===== src/common/cpu_pkg.sv =====
// ---------------------------------------
// CPU package
// Bus widths, vectors, opcodes, FSM state
// indices and the shared core types
// ---------------------------------------

package cpu_pkg;

  localparam int addr_w = 16;
  localparam int data_w = 8;

  localparam logic [addr_w-1:0] reset_vec_lo = 16'hfffc;
  localparam logic [addr_w-1:0] reset_vec_hi = 16'hfffd;

  // ---------------------------------------
  // Opcodes kept by this core
  // ---------------------------------------
  localparam logic [data_w-1:0] op_lda_imm = 8'ha9;
  localparam logic [data_w-1:0] op_ldx_imm = 8'ha2;
  localparam logic [data_w-1:0] op_ldy_imm = 8'ha0;
  localparam logic [data_w-1:0] op_lda_abs = 8'had;
  localparam logic [data_w-1:0] op_ldx_abs = 8'hae;
  localparam logic [data_w-1:0] op_ldy_abs = 8'hac;
  localparam logic [data_w-1:0] op_sta_abs = 8'h8d;
  localparam logic [data_w-1:0] op_stx_abs = 8'h8e;
  localparam logic [data_w-1:0] op_sty_abs = 8'h8c;
  localparam logic [data_w-1:0] op_adc_abs = 8'h6d;
  localparam logic [data_w-1:0] op_and_abs = 8'h2d;
  localparam logic [data_w-1:0] op_ora_abs = 8'h0d;
  localparam logic [data_w-1:0] op_eor_abs = 8'h4d;
  localparam logic [data_w-1:0] op_jmp_abs = 8'h4c;
  localparam logic [data_w-1:0] op_clc     = 8'h18;
  localparam logic [data_w-1:0] op_sec     = 8'h38;
  localparam logic [data_w-1:0] op_nop     = 8'hea;

  // One-hot state bit positions
  localparam int st_reset    = 0;
  localparam int st_vector_1 = 1;
  localparam int st_vector_2 = 2;
  localparam int st_fetch    = 3;
  localparam int st_decode   = 4;
  localparam int st_abs_1    = 5;
  localparam int st_abs_2    = 6;
  localparam int st_halt     = 7;
  localparam int num_states  = 8;

  // ---------------------------------------
  // Decode fields
  // ---------------------------------------
  typedef enum logic [2:0] {
    mode_imp,
    mode_imm,
    mode_abs_rd,
    mode_abs_wr,
    mode_jmp,
    mode_bad
  } addr_mode_e;

  // Carry class values are kept apart from the CLC/SEC opcode names
  typedef enum logic [2:0] {
    op_none,
    op_load,
    op_store,
    op_alu,
    op_clr_carry,
    op_set_carry
  } op_class_e;

  typedef enum logic [1:0] {
    reg_a,
    reg_x,
    reg_y
  } reg_sel_e;

  typedef enum logic [1:0] {
    alu_add,
    alu_and,
    alu_or,
    alu_xor
  } alu_op_e;

  typedef struct packed {
    addr_mode_e mode;
    op_class_e  op_class;
    reg_sel_e   reg_sel;
    alu_op_e    alu_op;
  } decode_t;

  typedef struct packed {
    logic [addr_w-1:0] address;
    logic [data_w-1:0] wr_data;
    logic              wr_enable;
  } mem_req_t;

  typedef struct packed {
    logic [data_w-1:0] result;
    logic              carry;
  } alu_out_t;

endpackage


===== src/alu.sv =====
// ---------------------------------------
// ALU
// 8-bit add with carry, AND, OR and XOR
// ---------------------------------------

module alu (
  input  cpu_pkg::alu_op_e           alu_op,
  input  logic [cpu_pkg::data_w-1:0] alu_a,
  input  logic [cpu_pkg::data_w-1:0] alu_b,
  input  logic                       carry_in,
  output cpu_pkg::alu_out_t          res
);
  import cpu_pkg::*;

  logic [data_w:0] sum;

  // One extra bit catches the carry out
  assign sum = {1'b0, alu_a} + {1'b0, alu_b} + {{data_w{1'b0}}, carry_in};

  always_comb begin
    // Logic ops pass the carry through
    res.carry = carry_in;
    case (alu_op)
      alu_add: begin
        res.result = sum[data_w-1:0];
        res.carry  = sum[data_w];
      end
      alu_and: res.result = alu_a & alu_b;
      alu_or:  res.result = alu_a | alu_b;
      default: res.result = alu_a ^ alu_b;
    endcase
  end

endmodule


===== src/core/opcode_decoder.sv =====
// ---------------------------------------
// Opcode decoder
// Maps the instruction register to an
// addressing mode and operation class
// ---------------------------------------

module opcode_decoder (
  input  logic [cpu_pkg::data_w-1:0] ir,
  output cpu_pkg::decode_t           dec
);
  import cpu_pkg::*;

  always_comb begin
    // Anything not listed stops the core
    dec = '{mode_bad, op_none, reg_a, alu_add};

    case (ir)
      // Implied
      op_clc: dec = '{mode_imp, op_clr_carry, reg_a, alu_add};
      op_sec: dec = '{mode_imp, op_set_carry, reg_a, alu_add};
      op_nop: dec = '{mode_imp, op_none, reg_a, alu_add};

      // Immediate loads
      op_lda_imm: dec = '{mode_imm, op_load, reg_a, alu_add};
      op_ldx_imm: dec = '{mode_imm, op_load, reg_x, alu_add};
      op_ldy_imm: dec = '{mode_imm, op_load, reg_y, alu_add};

      // Absolute loads
      op_lda_abs: dec = '{mode_abs_rd, op_load, reg_a, alu_add};
      op_ldx_abs: dec = '{mode_abs_rd, op_load, reg_x, alu_add};
      op_ldy_abs: dec = '{mode_abs_rd, op_load, reg_y, alu_add};

      // Absolute stores
      op_sta_abs: dec = '{mode_abs_wr, op_store, reg_a, alu_add};
      op_stx_abs: dec = '{mode_abs_wr, op_store, reg_x, alu_add};
      op_sty_abs: dec = '{mode_abs_wr, op_store, reg_y, alu_add};

      // Accumulator ALU ops with a memory operand
      op_adc_abs: dec = '{mode_abs_rd, op_alu, reg_a, alu_add};
      op_and_abs: dec = '{mode_abs_rd, op_alu, reg_a, alu_and};
      op_ora_abs: dec = '{mode_abs_rd, op_alu, reg_a, alu_or};
      op_eor_abs: dec = '{mode_abs_rd, op_alu, reg_a, alu_xor};

      op_jmp_abs: dec = '{mode_jmp, op_none, reg_a, alu_add};

      default: ;
    endcase
  end

endmodule


===== src/core/reg_bank.sv =====
// ---------------------------------------
// Register bank
// A, X, Y and carry, with ALU results
// written back during the next fetch
// ---------------------------------------

module reg_bank (
  input  logic                       clk,
  input  logic                       resetn,
  input  logic [cpu_pkg::data_w-1:0] rd_data,
  input  cpu_pkg::decode_t           dec,
  input  logic                       exec,
  input  logic                       fetch,
  input  cpu_pkg::alu_out_t          alu_res,
  output logic [cpu_pkg::data_w-1:0] alu_a,
  output logic [cpu_pkg::data_w-1:0] alu_b,
  output logic                       carry_in,
  output cpu_pkg::alu_op_e           alu_op,
  output logic [cpu_pkg::data_w-1:0] store_data
);
  import cpu_pkg::*;

  logic [data_w-1:0] a;
  logic [data_w-1:0] x;
  logic [data_w-1:0] y;
  logic              carry;
  logic              pending;
  logic              load_en;

  assign carry_in = carry;
  assign load_en  = exec && (dec.op_class == op_load);

  always_comb begin
    case (dec.reg_sel)
      reg_x:   store_data = x;
      reg_y:   store_data = y;
      default: store_data = a;
    endcase
  end

  // Accumulator and ALU operand latches
  always_ff @(posedge clk) begin
    if (load_en && dec.reg_sel == reg_a) begin
      a <= rd_data;
    end else if (fetch && pending) begin
      a <= alu_res.result;
    end
    if (exec && dec.op_class == op_alu) begin
      alu_a  <= a;
      alu_b  <= rd_data;
      alu_op <= dec.alu_op;
    end
  end

  always_ff @(posedge clk) begin
    if (!resetn) begin
      x       <= '0;
      y       <= '0;
      carry   <= 1'b0;
      pending <= 1'b0;
    end else if (exec) begin
      case (dec.op_class)
        op_load: begin
          if (dec.reg_sel == reg_x) x <= rd_data;
          if (dec.reg_sel == reg_y) y <= rd_data;
        end
        op_alu:       pending <= 1'b1;
        op_clr_carry: carry <= 1'b0;
        op_set_carry: carry <= 1'b1;
        default: ;
      endcase
    end else if (fetch && pending) begin
      pending <= 1'b0;
      // Only an add produces a new carry
      if (alu_op == alu_add) carry <= alu_res.carry;
    end
  end

  // Write-back relies on the sequencer never overlapping the two strobes
  no_exec_on_fetch: assert property (@(posedge clk) disable iff (!resetn)
    !(exec && fetch));

endmodule


===== src/core/sequencer.sv =====
// ---------------------------------------
// Sequencer
// One-hot instruction FSM that owns PC,
// IR, the operand latch and the bus
// ---------------------------------------

module sequencer (
  input  logic                       clk,
  input  logic                       resetn,
  input  logic [cpu_pkg::data_w-1:0] rd_data,
  input  cpu_pkg::decode_t           dec,
  input  logic [cpu_pkg::data_w-1:0] store_data,
  output logic [cpu_pkg::data_w-1:0] ir,
  output logic                       exec,
  output logic                       fetch,
  output cpu_pkg::mem_req_t          mem_req
);
  import cpu_pkg::*;

  logic [num_states-1:0] state;
  logic [num_states-1:0] state_nxt;
  logic [addr_w-1:0]     pc;
  logic [data_w-1:0]     operand_lo;
  logic [addr_w-1:0]     abs_addr;
  logic                  mode_short;

  // High byte arrives on the bus, low byte was latched in DECODE
  assign abs_addr   = {rd_data, operand_lo};
  assign mode_short = (dec.mode == mode_imp) || (dec.mode == mode_imm);

  assign fetch = state[st_fetch];
  assign exec  = (state[st_decode] && mode_short) ||
                 (state[st_abs_2] && dec.mode == mode_abs_rd);

  // ---------------------------------------
  // Next state
  // ---------------------------------------
  always_comb begin
    state_nxt = '0;
    case (1'b1)
      state[st_reset]:    state_nxt[st_vector_1] = 1'b1;
      state[st_vector_1]: state_nxt[st_vector_2] = 1'b1;
      state[st_vector_2]: state_nxt[st_fetch] = 1'b1;
      state[st_fetch]:    state_nxt[st_decode] = 1'b1;
      state[st_decode]: begin
        if (mode_short) state_nxt[st_fetch] = 1'b1;
        else if (dec.mode == mode_bad) state_nxt[st_halt] = 1'b1;
        else state_nxt[st_abs_1] = 1'b1;
      end
      state[st_abs_1]: begin
        if (dec.mode == mode_jmp) state_nxt[st_fetch] = 1'b1;
        else state_nxt[st_abs_2] = 1'b1;
      end
      state[st_abs_2]:    state_nxt[st_fetch] = 1'b1;
      // HALT and any broken encoding
      default:            state_nxt[st_halt] = 1'b1;
    endcase
  end

  always_ff @(posedge clk) begin
    if (!resetn) begin
      state <= '0;
      state[st_reset] <= 1'b1;
    end else begin
      state <= state_nxt;
    end
  end

  // ---------------------------------------
  // PC, IR and operand latch
  // ---------------------------------------
  always_ff @(posedge clk) begin
    case (1'b1)
      state[st_vector_1]: pc[data_w-1:0] <= rd_data;
      state[st_vector_2]: pc[addr_w-1:data_w] <= rd_data;
      state[st_fetch]:    ir <= rd_data;
      state[st_decode]: begin
        operand_lo <= rd_data;
        if (dec.mode == mode_imp) pc <= pc + addr_w'(1);
        if (dec.mode == mode_imm) pc <= pc + addr_w'(2);
      end
      state[st_abs_1]: begin
        if (dec.mode == mode_jmp) pc <= abs_addr;
      end
      state[st_abs_2]:    pc <= pc + addr_w'(3);
      default: ;
    endcase
  end

  // ---------------------------------------
  // Registered memory request
  // ---------------------------------------
  always_ff @(posedge clk) begin
    if (!resetn) begin
      mem_req <= '{address: reset_vec_lo, wr_data: '0, wr_enable: 1'b0};
    end else begin
      case (1'b1)
        state[st_vector_1]: mem_req.address <= reset_vec_hi;
        state[st_vector_2]: mem_req.address <= {rd_data, pc[data_w-1:0]};
        state[st_fetch]:    mem_req.address <= pc + addr_w'(1);
        state[st_decode]: begin
          // Illegal opcode leaves the address where it is
          if (dec.mode == mode_imp) mem_req.address <= pc + addr_w'(1);
          else if (dec.mode != mode_bad) mem_req.address <= pc + addr_w'(2);
        end
        state[st_abs_1]: begin
          mem_req.address <= abs_addr;
          if (dec.mode == mode_abs_wr) begin
            mem_req.wr_data   <= store_data;
            mem_req.wr_enable <= 1'b1;
          end
        end
        state[st_abs_2]: begin
          mem_req.address   <= pc + addr_w'(3);
          mem_req.wr_enable <= 1'b0;
        end
        default: ;
      endcase
    end
  end

  state_onehot: assert property (@(posedge clk) disable iff (!resetn)
    $onehot(state));

  // Stores drive the bus only during their data cycle
  wr_only_abs_2: assert property (@(posedge clk) disable iff (!resetn)
    mem_req.wr_enable |-> state[st_abs_2]);

endmodule


===== src/cpu_top.sv =====
// ---------------------------------------
// CPU top
// Connects sequencer, decoder, register
// bank and ALU to the memory bus
// ---------------------------------------

module cpu_top (
  input  logic                       clk,
  input  logic                       resetn,
  input  logic [cpu_pkg::data_w-1:0] rd_data,
  output cpu_pkg::mem_req_t          mem_req
);
  import cpu_pkg::*;

  logic [data_w-1:0] ir;
  decode_t           dec;
  logic              exec;
  logic              fetch;
  logic [data_w-1:0] store_data;
  logic [data_w-1:0] alu_a;
  logic [data_w-1:0] alu_b;
  logic              carry_in;
  alu_op_e           alu_op;
  alu_out_t          alu_res;

  sequencer u_sequencer (
    .clk        (clk),
    .resetn     (resetn),
    .rd_data    (rd_data),
    .dec        (dec),
    .store_data (store_data),
    .ir         (ir),
    .exec       (exec),
    .fetch      (fetch),
    .mem_req    (mem_req)
  );

  opcode_decoder u_decoder (
    .ir  (ir),
    .dec (dec)
  );

  reg_bank u_reg_bank (
    .clk        (clk),
    .resetn     (resetn),
    .rd_data    (rd_data),
    .dec        (dec),
    .exec       (exec),
    .fetch      (fetch),
    .alu_res    (alu_res),
    .alu_a      (alu_a),
    .alu_b      (alu_b),
    .carry_in   (carry_in),
    .alu_op     (alu_op),
    .store_data (store_data)
  );

  alu u_alu (
    .alu_op   (alu_op),
    .alu_a    (alu_a),
    .alu_b    (alu_b),
    .carry_in (carry_in),
    .res      (alu_res)
  );

endmodule


===== config.mk =====
export PLATFORM = sky130hd
export DESIGN_NAME = cpu_top
export DESIGN_NICKNAME = d
export VERILOG_FILES = /design/src/common/cpu_pkg.sv /design/src/alu.sv /design/src/core/opcode_decoder.sv /design/src/core/reg_bank.sv /design/src/core/sequencer.sv /design/src/cpu_top.sv
export SDC_FILE = /design/constraint.sdc
export NUM_CORES = 1
export LEC_CHECK = 0
export BUFFER_PORTS_ARGS = -buffer_cell sky130_fd_sc_hd__buf_2
export CORE_MARGIN = 2
export CORE_UTILIZATION = 67
export CTS_CLUSTER_SIZE = 28
export DETAILED_ROUTE_END_ITERATION = 12
export GPL_ROUTABILITY_DRIVEN = 0
export HOLD_SLACK_MARGIN = 0.03
export PLACE_DENSITY = 0.92
export REMOVE_ABC_BUFFERS = 1
export SLEW_MARGIN = 20
export SYNTH_ARGS = -nofsm -noshare
export SYNTH_HDL_FRONTEND = slang
export SYNTH_SLANG_ARGS = --single-unit

===== constraint.sdc =====
create_clock -name clk -period 6.3 [get_ports clk]
set_clock_uncertainty 0.2 [all_clocks]
set_input_delay 0.315 -clock clk [delete_from_list [all_inputs] [get_ports clk]]
set_output_delay 0.315 -clock clk [all_outputs]
set_load 0.03 [all_outputs]

==> results <==
- TritonCTS built the clock tree.
- The routed wirelength normalized by instance count is 20.9 µm.
- Across the run, the number of max-cap violations was 0.
- Once the clock tree was built, the resizer swapped 0 gates to a different size.
- The quantity of hold-fixing buffers added after cts is 0.
- The synthesis-to-finish area growth is 4.41%.
- The clock insertion delay at the later pin of the skew report is ~0.4 ns.
- In this run the critical register-to-register path is captured at u_sequencer.pc[4].
- The first routing iteration left 1009 violations.
- The setup total negative slack is 0 ns.
- The post-synthesis compound-gate area fraction is approximately 19%.
- The number of endpoints with negative hold slack in the final report is 0.
- The critical path in this run is classified as flip-flop to flip-flop.
- The die covers 11400 µm².
- Counting along the longest clock path gives a buffer depth of 2.
- Across every metal layer, demand over resource in global routing totals about 34%.
- The peak supply drop is 0.143 mV.
- The startpoint type of the worst setup path is a flip-flop.
- STA classifies the critical path endpoint as a flip-flop.
- 35 I/O pins were placed.
- The register area share after synthesis is between 30 and 40%.
- The number of clock sinks is 108.
- The post-synthesis xor/xnor area fraction is 5.33%.
- The root buffer cell chosen for the clock tree is sky130_fd_sc_hd__clkbuf_8.
- The unique cell type count in the Yosys netlist is 86.
- The placed wire-length estimate after detailed placement is ~13000 µm.
- In this run the register-to-register setup slack is 3.03 ns.
- The logic depth of the worst setup path including buffers is 6.
- For this run, design rule violations remaining after detail routing come to 0.
- The antenna diode count is 0.
- The post-synthesis share of cell area spent on full adders, half adders and majority gates is roughly 4.6%.
- Summing the areas of all and, or, nand and nor instances in the mapped netlist gives 19.8% of the synthesized area.
- Along the worst path, the maximum fanout reaches 12.
- The relative slew slack is 22.5%.
- The final route contains 6318 vias.
- For the finished layout, the period the worst path requires is 3.27 ns.
- The period utilization is 51.9%.
- The post-CTS repair timing setup buffer count is 0.
- Measured against the total synthesized area, the mux share comes to around 5.6%.
- After synthesis the cells add up to 7060 µm².
- The global-route wire length before repair is 30300 µm.
- Buffers inserted during clock tree synthesis total 9.
- The number of global-route vias before repair is 5759.
- The number of antenna violations at the first check in global routing is 0.
- The areal power density over the cells is roughly 180 nW/µm².
- For this run the aggregate overflow at the end of global routing stands at 0.
- Traced cell by cell, the critical path runs through nor4b_1 > nor3b_1 > mux2i_1 > nor2_1 > nor2_1 > o21ai_0.
- The initial core utilization is around 69%.
- Following the worst setup path forward leads to its endpoint at u_sequencer.pc[4].
- By area, the combinational part of the netlist is dominated by simple AND/OR/NAND/NOR gates.
- The leakage power figure is 2.68 nW.
- Once detail routing completed, the nets flagged for antenna violations numbered 0.
- The cell that appears most often on the critical path is sky130_fd_sc_hd__nor2_1.
- The total detailed-routing wirelength is between 15000 and 20000 µm.
- The actual transition at the worst max-transition pin is 1.15 ns.
- The start point of the critical path is u_sequencer.ir[0].
- Entering global routing, the biggest net connects 45 pins.
- Counting every instance in the synthesized netlist gives 777.
- The run finished with clean final reports.
- In this design, the stage delay of the slowest critical-path cell is about 0.9 ns.
- Of the cells placed in the final design, the portion with a size suffix greater than 1 is about an eighth.
- The clock tree synthesis step divided the H-tree into 3 levels.
- Derived from the worst setup path, the maximum achievable clock frequency is 306 MHz.
- The worst hold path class is input port to flip-flop.
- The chip height is 107 µm.
- The depth of the worst register-to-register path is 6.
- In this run the horizontal extent of the chip is 107 µm.
- The number of nets in the layout is between 800 and 900.
- The async set or reset register ratio after synthesis is 0%.
- Setup violations remaining at the end of the flow were counted as 0.
- After clock tree synthesis, the clock-pin slew on the worst setup and hold paths is 0.12 ns.
- STA puts the critical path data required time at slightly above 6 ns.
- The critical path's slowest cell is sky130_fd_sc_hd__o21ai_0.
- Setup repair after global routing left no endpoint under its margin.
- The standard-cell row count is 37.
- The number of synthesized register bits is 108.
- In this run, synthesis inferred 58 flip-flops with an integrated enable.
- The startpoint of the most critical register-to-register path is u_sequencer.ir[0].
- The Yosys step of the flow raised 0 warnings.
- The design draws 0.00135 W.
- The worst hold slack across all endpoints is 0.0710 ns.
- The first detailed-routing pass took 6 iterations.
- Using the TritonRoute via totals, the vias-per-cell ratio works out to a little under 7.
- Among all flip-flop cells after synthesis, the most frequent one is sky130_fd_sc_hd__edfxtp_1.
- The placeable core region is 10300 µm².
- The count of buffers added on input and output ports is 34.
- The number of buffers and inverters on the critical path is 0.
- The gate family responsible for the most delay along the worst path is simple AND/OR/NAND/NOR gates.
- The number of max-slew violations in the final report is 0.
- At the worst endpoint, the arrival time is 3.09 ns.
- The average footprint of a synthesized cell is slightly above 9 µm².
## sequential cells by signal, indices dropped and copies added, names as in the netlist
register,cells
u_reg_bank.a,8
u_reg_bank.alu_a,8
u_reg_bank.alu_b,8
u_reg_bank.alu_op,2
u_reg_bank.carry_in,1
u_reg_bank.pending,1
u_reg_bank.x,8
u_reg_bank.y,8
u_sequencer.ir,8
u_sequencer.mem_req,25
u_sequencer.operand_lo,8
u_sequencer.pc,16
u_sequencer.state,7
## power breakdown
group          leakage (nW)  switching, W  internal, W  total (W)
combinational          1.64     0.0000733    0.0000341   0.000107
clock                 0.114      0.000252     0.000230   0.000481
sequential            0.926     0.0000168     0.000747   0.000764
total                  2.68      0.000342      0.00101    0.00135
## synth_stat cells, types with 14 or more instances
library cell                n  share of area, %
sky130_fd_sc_hd__nand2_1   75               4.0
sky130_fd_sc_hd__edfxtp_1  58                25
sky130_fd_sc_hd__nor2_1    58               3.1
sky130_fd_sc_hd__o21ai_0   56               4.0
sky130_fd_sc_hd__dfxtp_1   50                14
sky130_fd_sc_hd__inv_1     40               2.1
sky130_fd_sc_hd__nand3_1   39               2.8
sky130_fd_sc_hd__a21oi_1   37               2.6
sky130_fd_sc_hd__xnor2_1   26               3.2
sky130_fd_sc_hd__clkbuf_1  24               1.3
sky130_fd_sc_hd__nor3_1    24               1.7
sky130_fd_sc_hd__ha_1      23               4.1
sky130_fd_sc_hd__xor2_1    17               2.1
sky130_fd_sc_hd__a31oi_1   14               1.2
## how the worst min path moves through the flow
stage	from	endpoint	cells past startpoint
after floorplan	rd_data[0]	u_reg_bank.alu_b[0]	0
after global placement	u_sequencer.mem_req[11]	u_sequencer.mem_req[11]	1
after global routing	rd_data[7]	u_reg_bank.alu_b[7]	1
after CTS	rd_data[7]	u_reg_bank.alu_b[7]	1
final	rd_data[7]	u_reg_bank.alu_b[7]	1
after detailed placement	u_reg_bank.a[2]	u_reg_bank.alu_a[2]	0
## stage by stage
stage / setup WS [ns] / instance area, µm² / cells / utilization (%)
global route: 2.95 / 7380 / 914 / 71.8
floorplan: 3.38 / 6770 / 722 / -
detailed placement: 3.16 / 7150 / 898 / 69.6
CTS: 3.14 / 7380 / 914 / 71.8
finish: 3.03 / 7380 / 914 / 71.8
global placement: 3.31 / 7150 / 898 / 69.6
## cells in the final DEF, fill, tap and decap left out, types with 6 or more instances in the layout
| master | Yosys | routed |
|---|---|---|
| sky130_fd_sc_hd__nand2_1 | 75 | 75 |
| sky130_fd_sc_hd__mux2i_1 | 13 | 13 |
| sky130_fd_sc_hd__dfxtp_1 | 50 | 50 |
| sky130_fd_sc_hd__clkbuf_8 | 0 | 9 |
| sky130_fd_sc_hd__xnor2_1 | 26 | 26 |
| sky130_fd_sc_hd__and2_1 | 8 | 8 |
| sky130_fd_sc_hd__o21ai_1 | 13 | 13 |
| sky130_fd_sc_hd__inv_1 | 40 | 40 |
| sky130_fd_sc_hd__a211oi_1 | 12 | 12 |
| sky130_fd_sc_hd__edfxtp_1 | 58 | 58 |
| sky130_fd_sc_hd__buf_2 | 13 | 34 |
| sky130_fd_sc_hd__a21o_1 | 7 | 7 |
| sky130_fd_sc_hd__a21oi_1 | 37 | 37 |
| sky130_fd_sc_hd__xor2_1 | 17 | 17 |
| sky130_fd_sc_hd__ha_1 | 23 | 23 |
| sky130_fd_sc_hd__mux4_2 | 7 | 7 |
| sky130_fd_sc_hd__o21ai_0 | 56 | 56 |
| sky130_fd_sc_hd__nand3_1 | 39 | 39 |
| sky130_fd_sc_hd__o31ai_1 | 7 | 7 |
| sky130_fd_sc_hd__a31oi_1 | 14 | 14 |
| sky130_fd_sc_hd__buf_4 | 7 | 6 |
| sky130_fd_sc_hd__mux2_2 | 7 | 7 |
| sky130_fd_sc_hd__nor3_1 | 24 | 24 |
| sky130_fd_sc_hd__a22oi_1 | 11 | 11 |
| sky130_fd_sc_hd__nor2_1 | 58 | 58 |
## layout make-up
type                       instances  area (µm²)
timing repair buffer              40         215
tap                              136         170
fill                             730        2900
inverter                          42         158
clock inverter                     6        96.3
sequential                       108        2740
multi-input combinational        572        3870
clock buffer                      10         128
## worst reg2reg max path: stages, from the launching register on
cell	delay, ns
sky130_fd_sc_hd__edfxtp_1	0.59
sky130_fd_sc_hd__nor4b_1	0.48
sky130_fd_sc_hd__nor3b_1	0.39
sky130_fd_sc_hd__mux2i_1	0.13
sky130_fd_sc_hd__nor2_1	0.14
sky130_fd_sc_hd__nor2_1	0.08
sky130_fd_sc_hd__o21ai_0	0.89
## kinds of logic after synthesis
logic type                 count (synthesis)
and+or+nand+nor                          266
muxes                                     29
adders and majority gates                 25
xor gates and xnor gates                  43
DFF                                      108
buffers and inverters                     97
AOI/OAI and AO/OA                        209
## layer usage
metal	global-route usage, %	part of all wire [%]	vias to the layer above	routed length [µm]
met5	0	0	-	0
met4	18.1	5.6	0	1070
met3	6.44	14	108	2630
met2	50.0	42	504	8080
met1	48.5	38	2885	7330
li1	-	-	2821	-
Note: power is estimated with default switching activity, not from simulation.
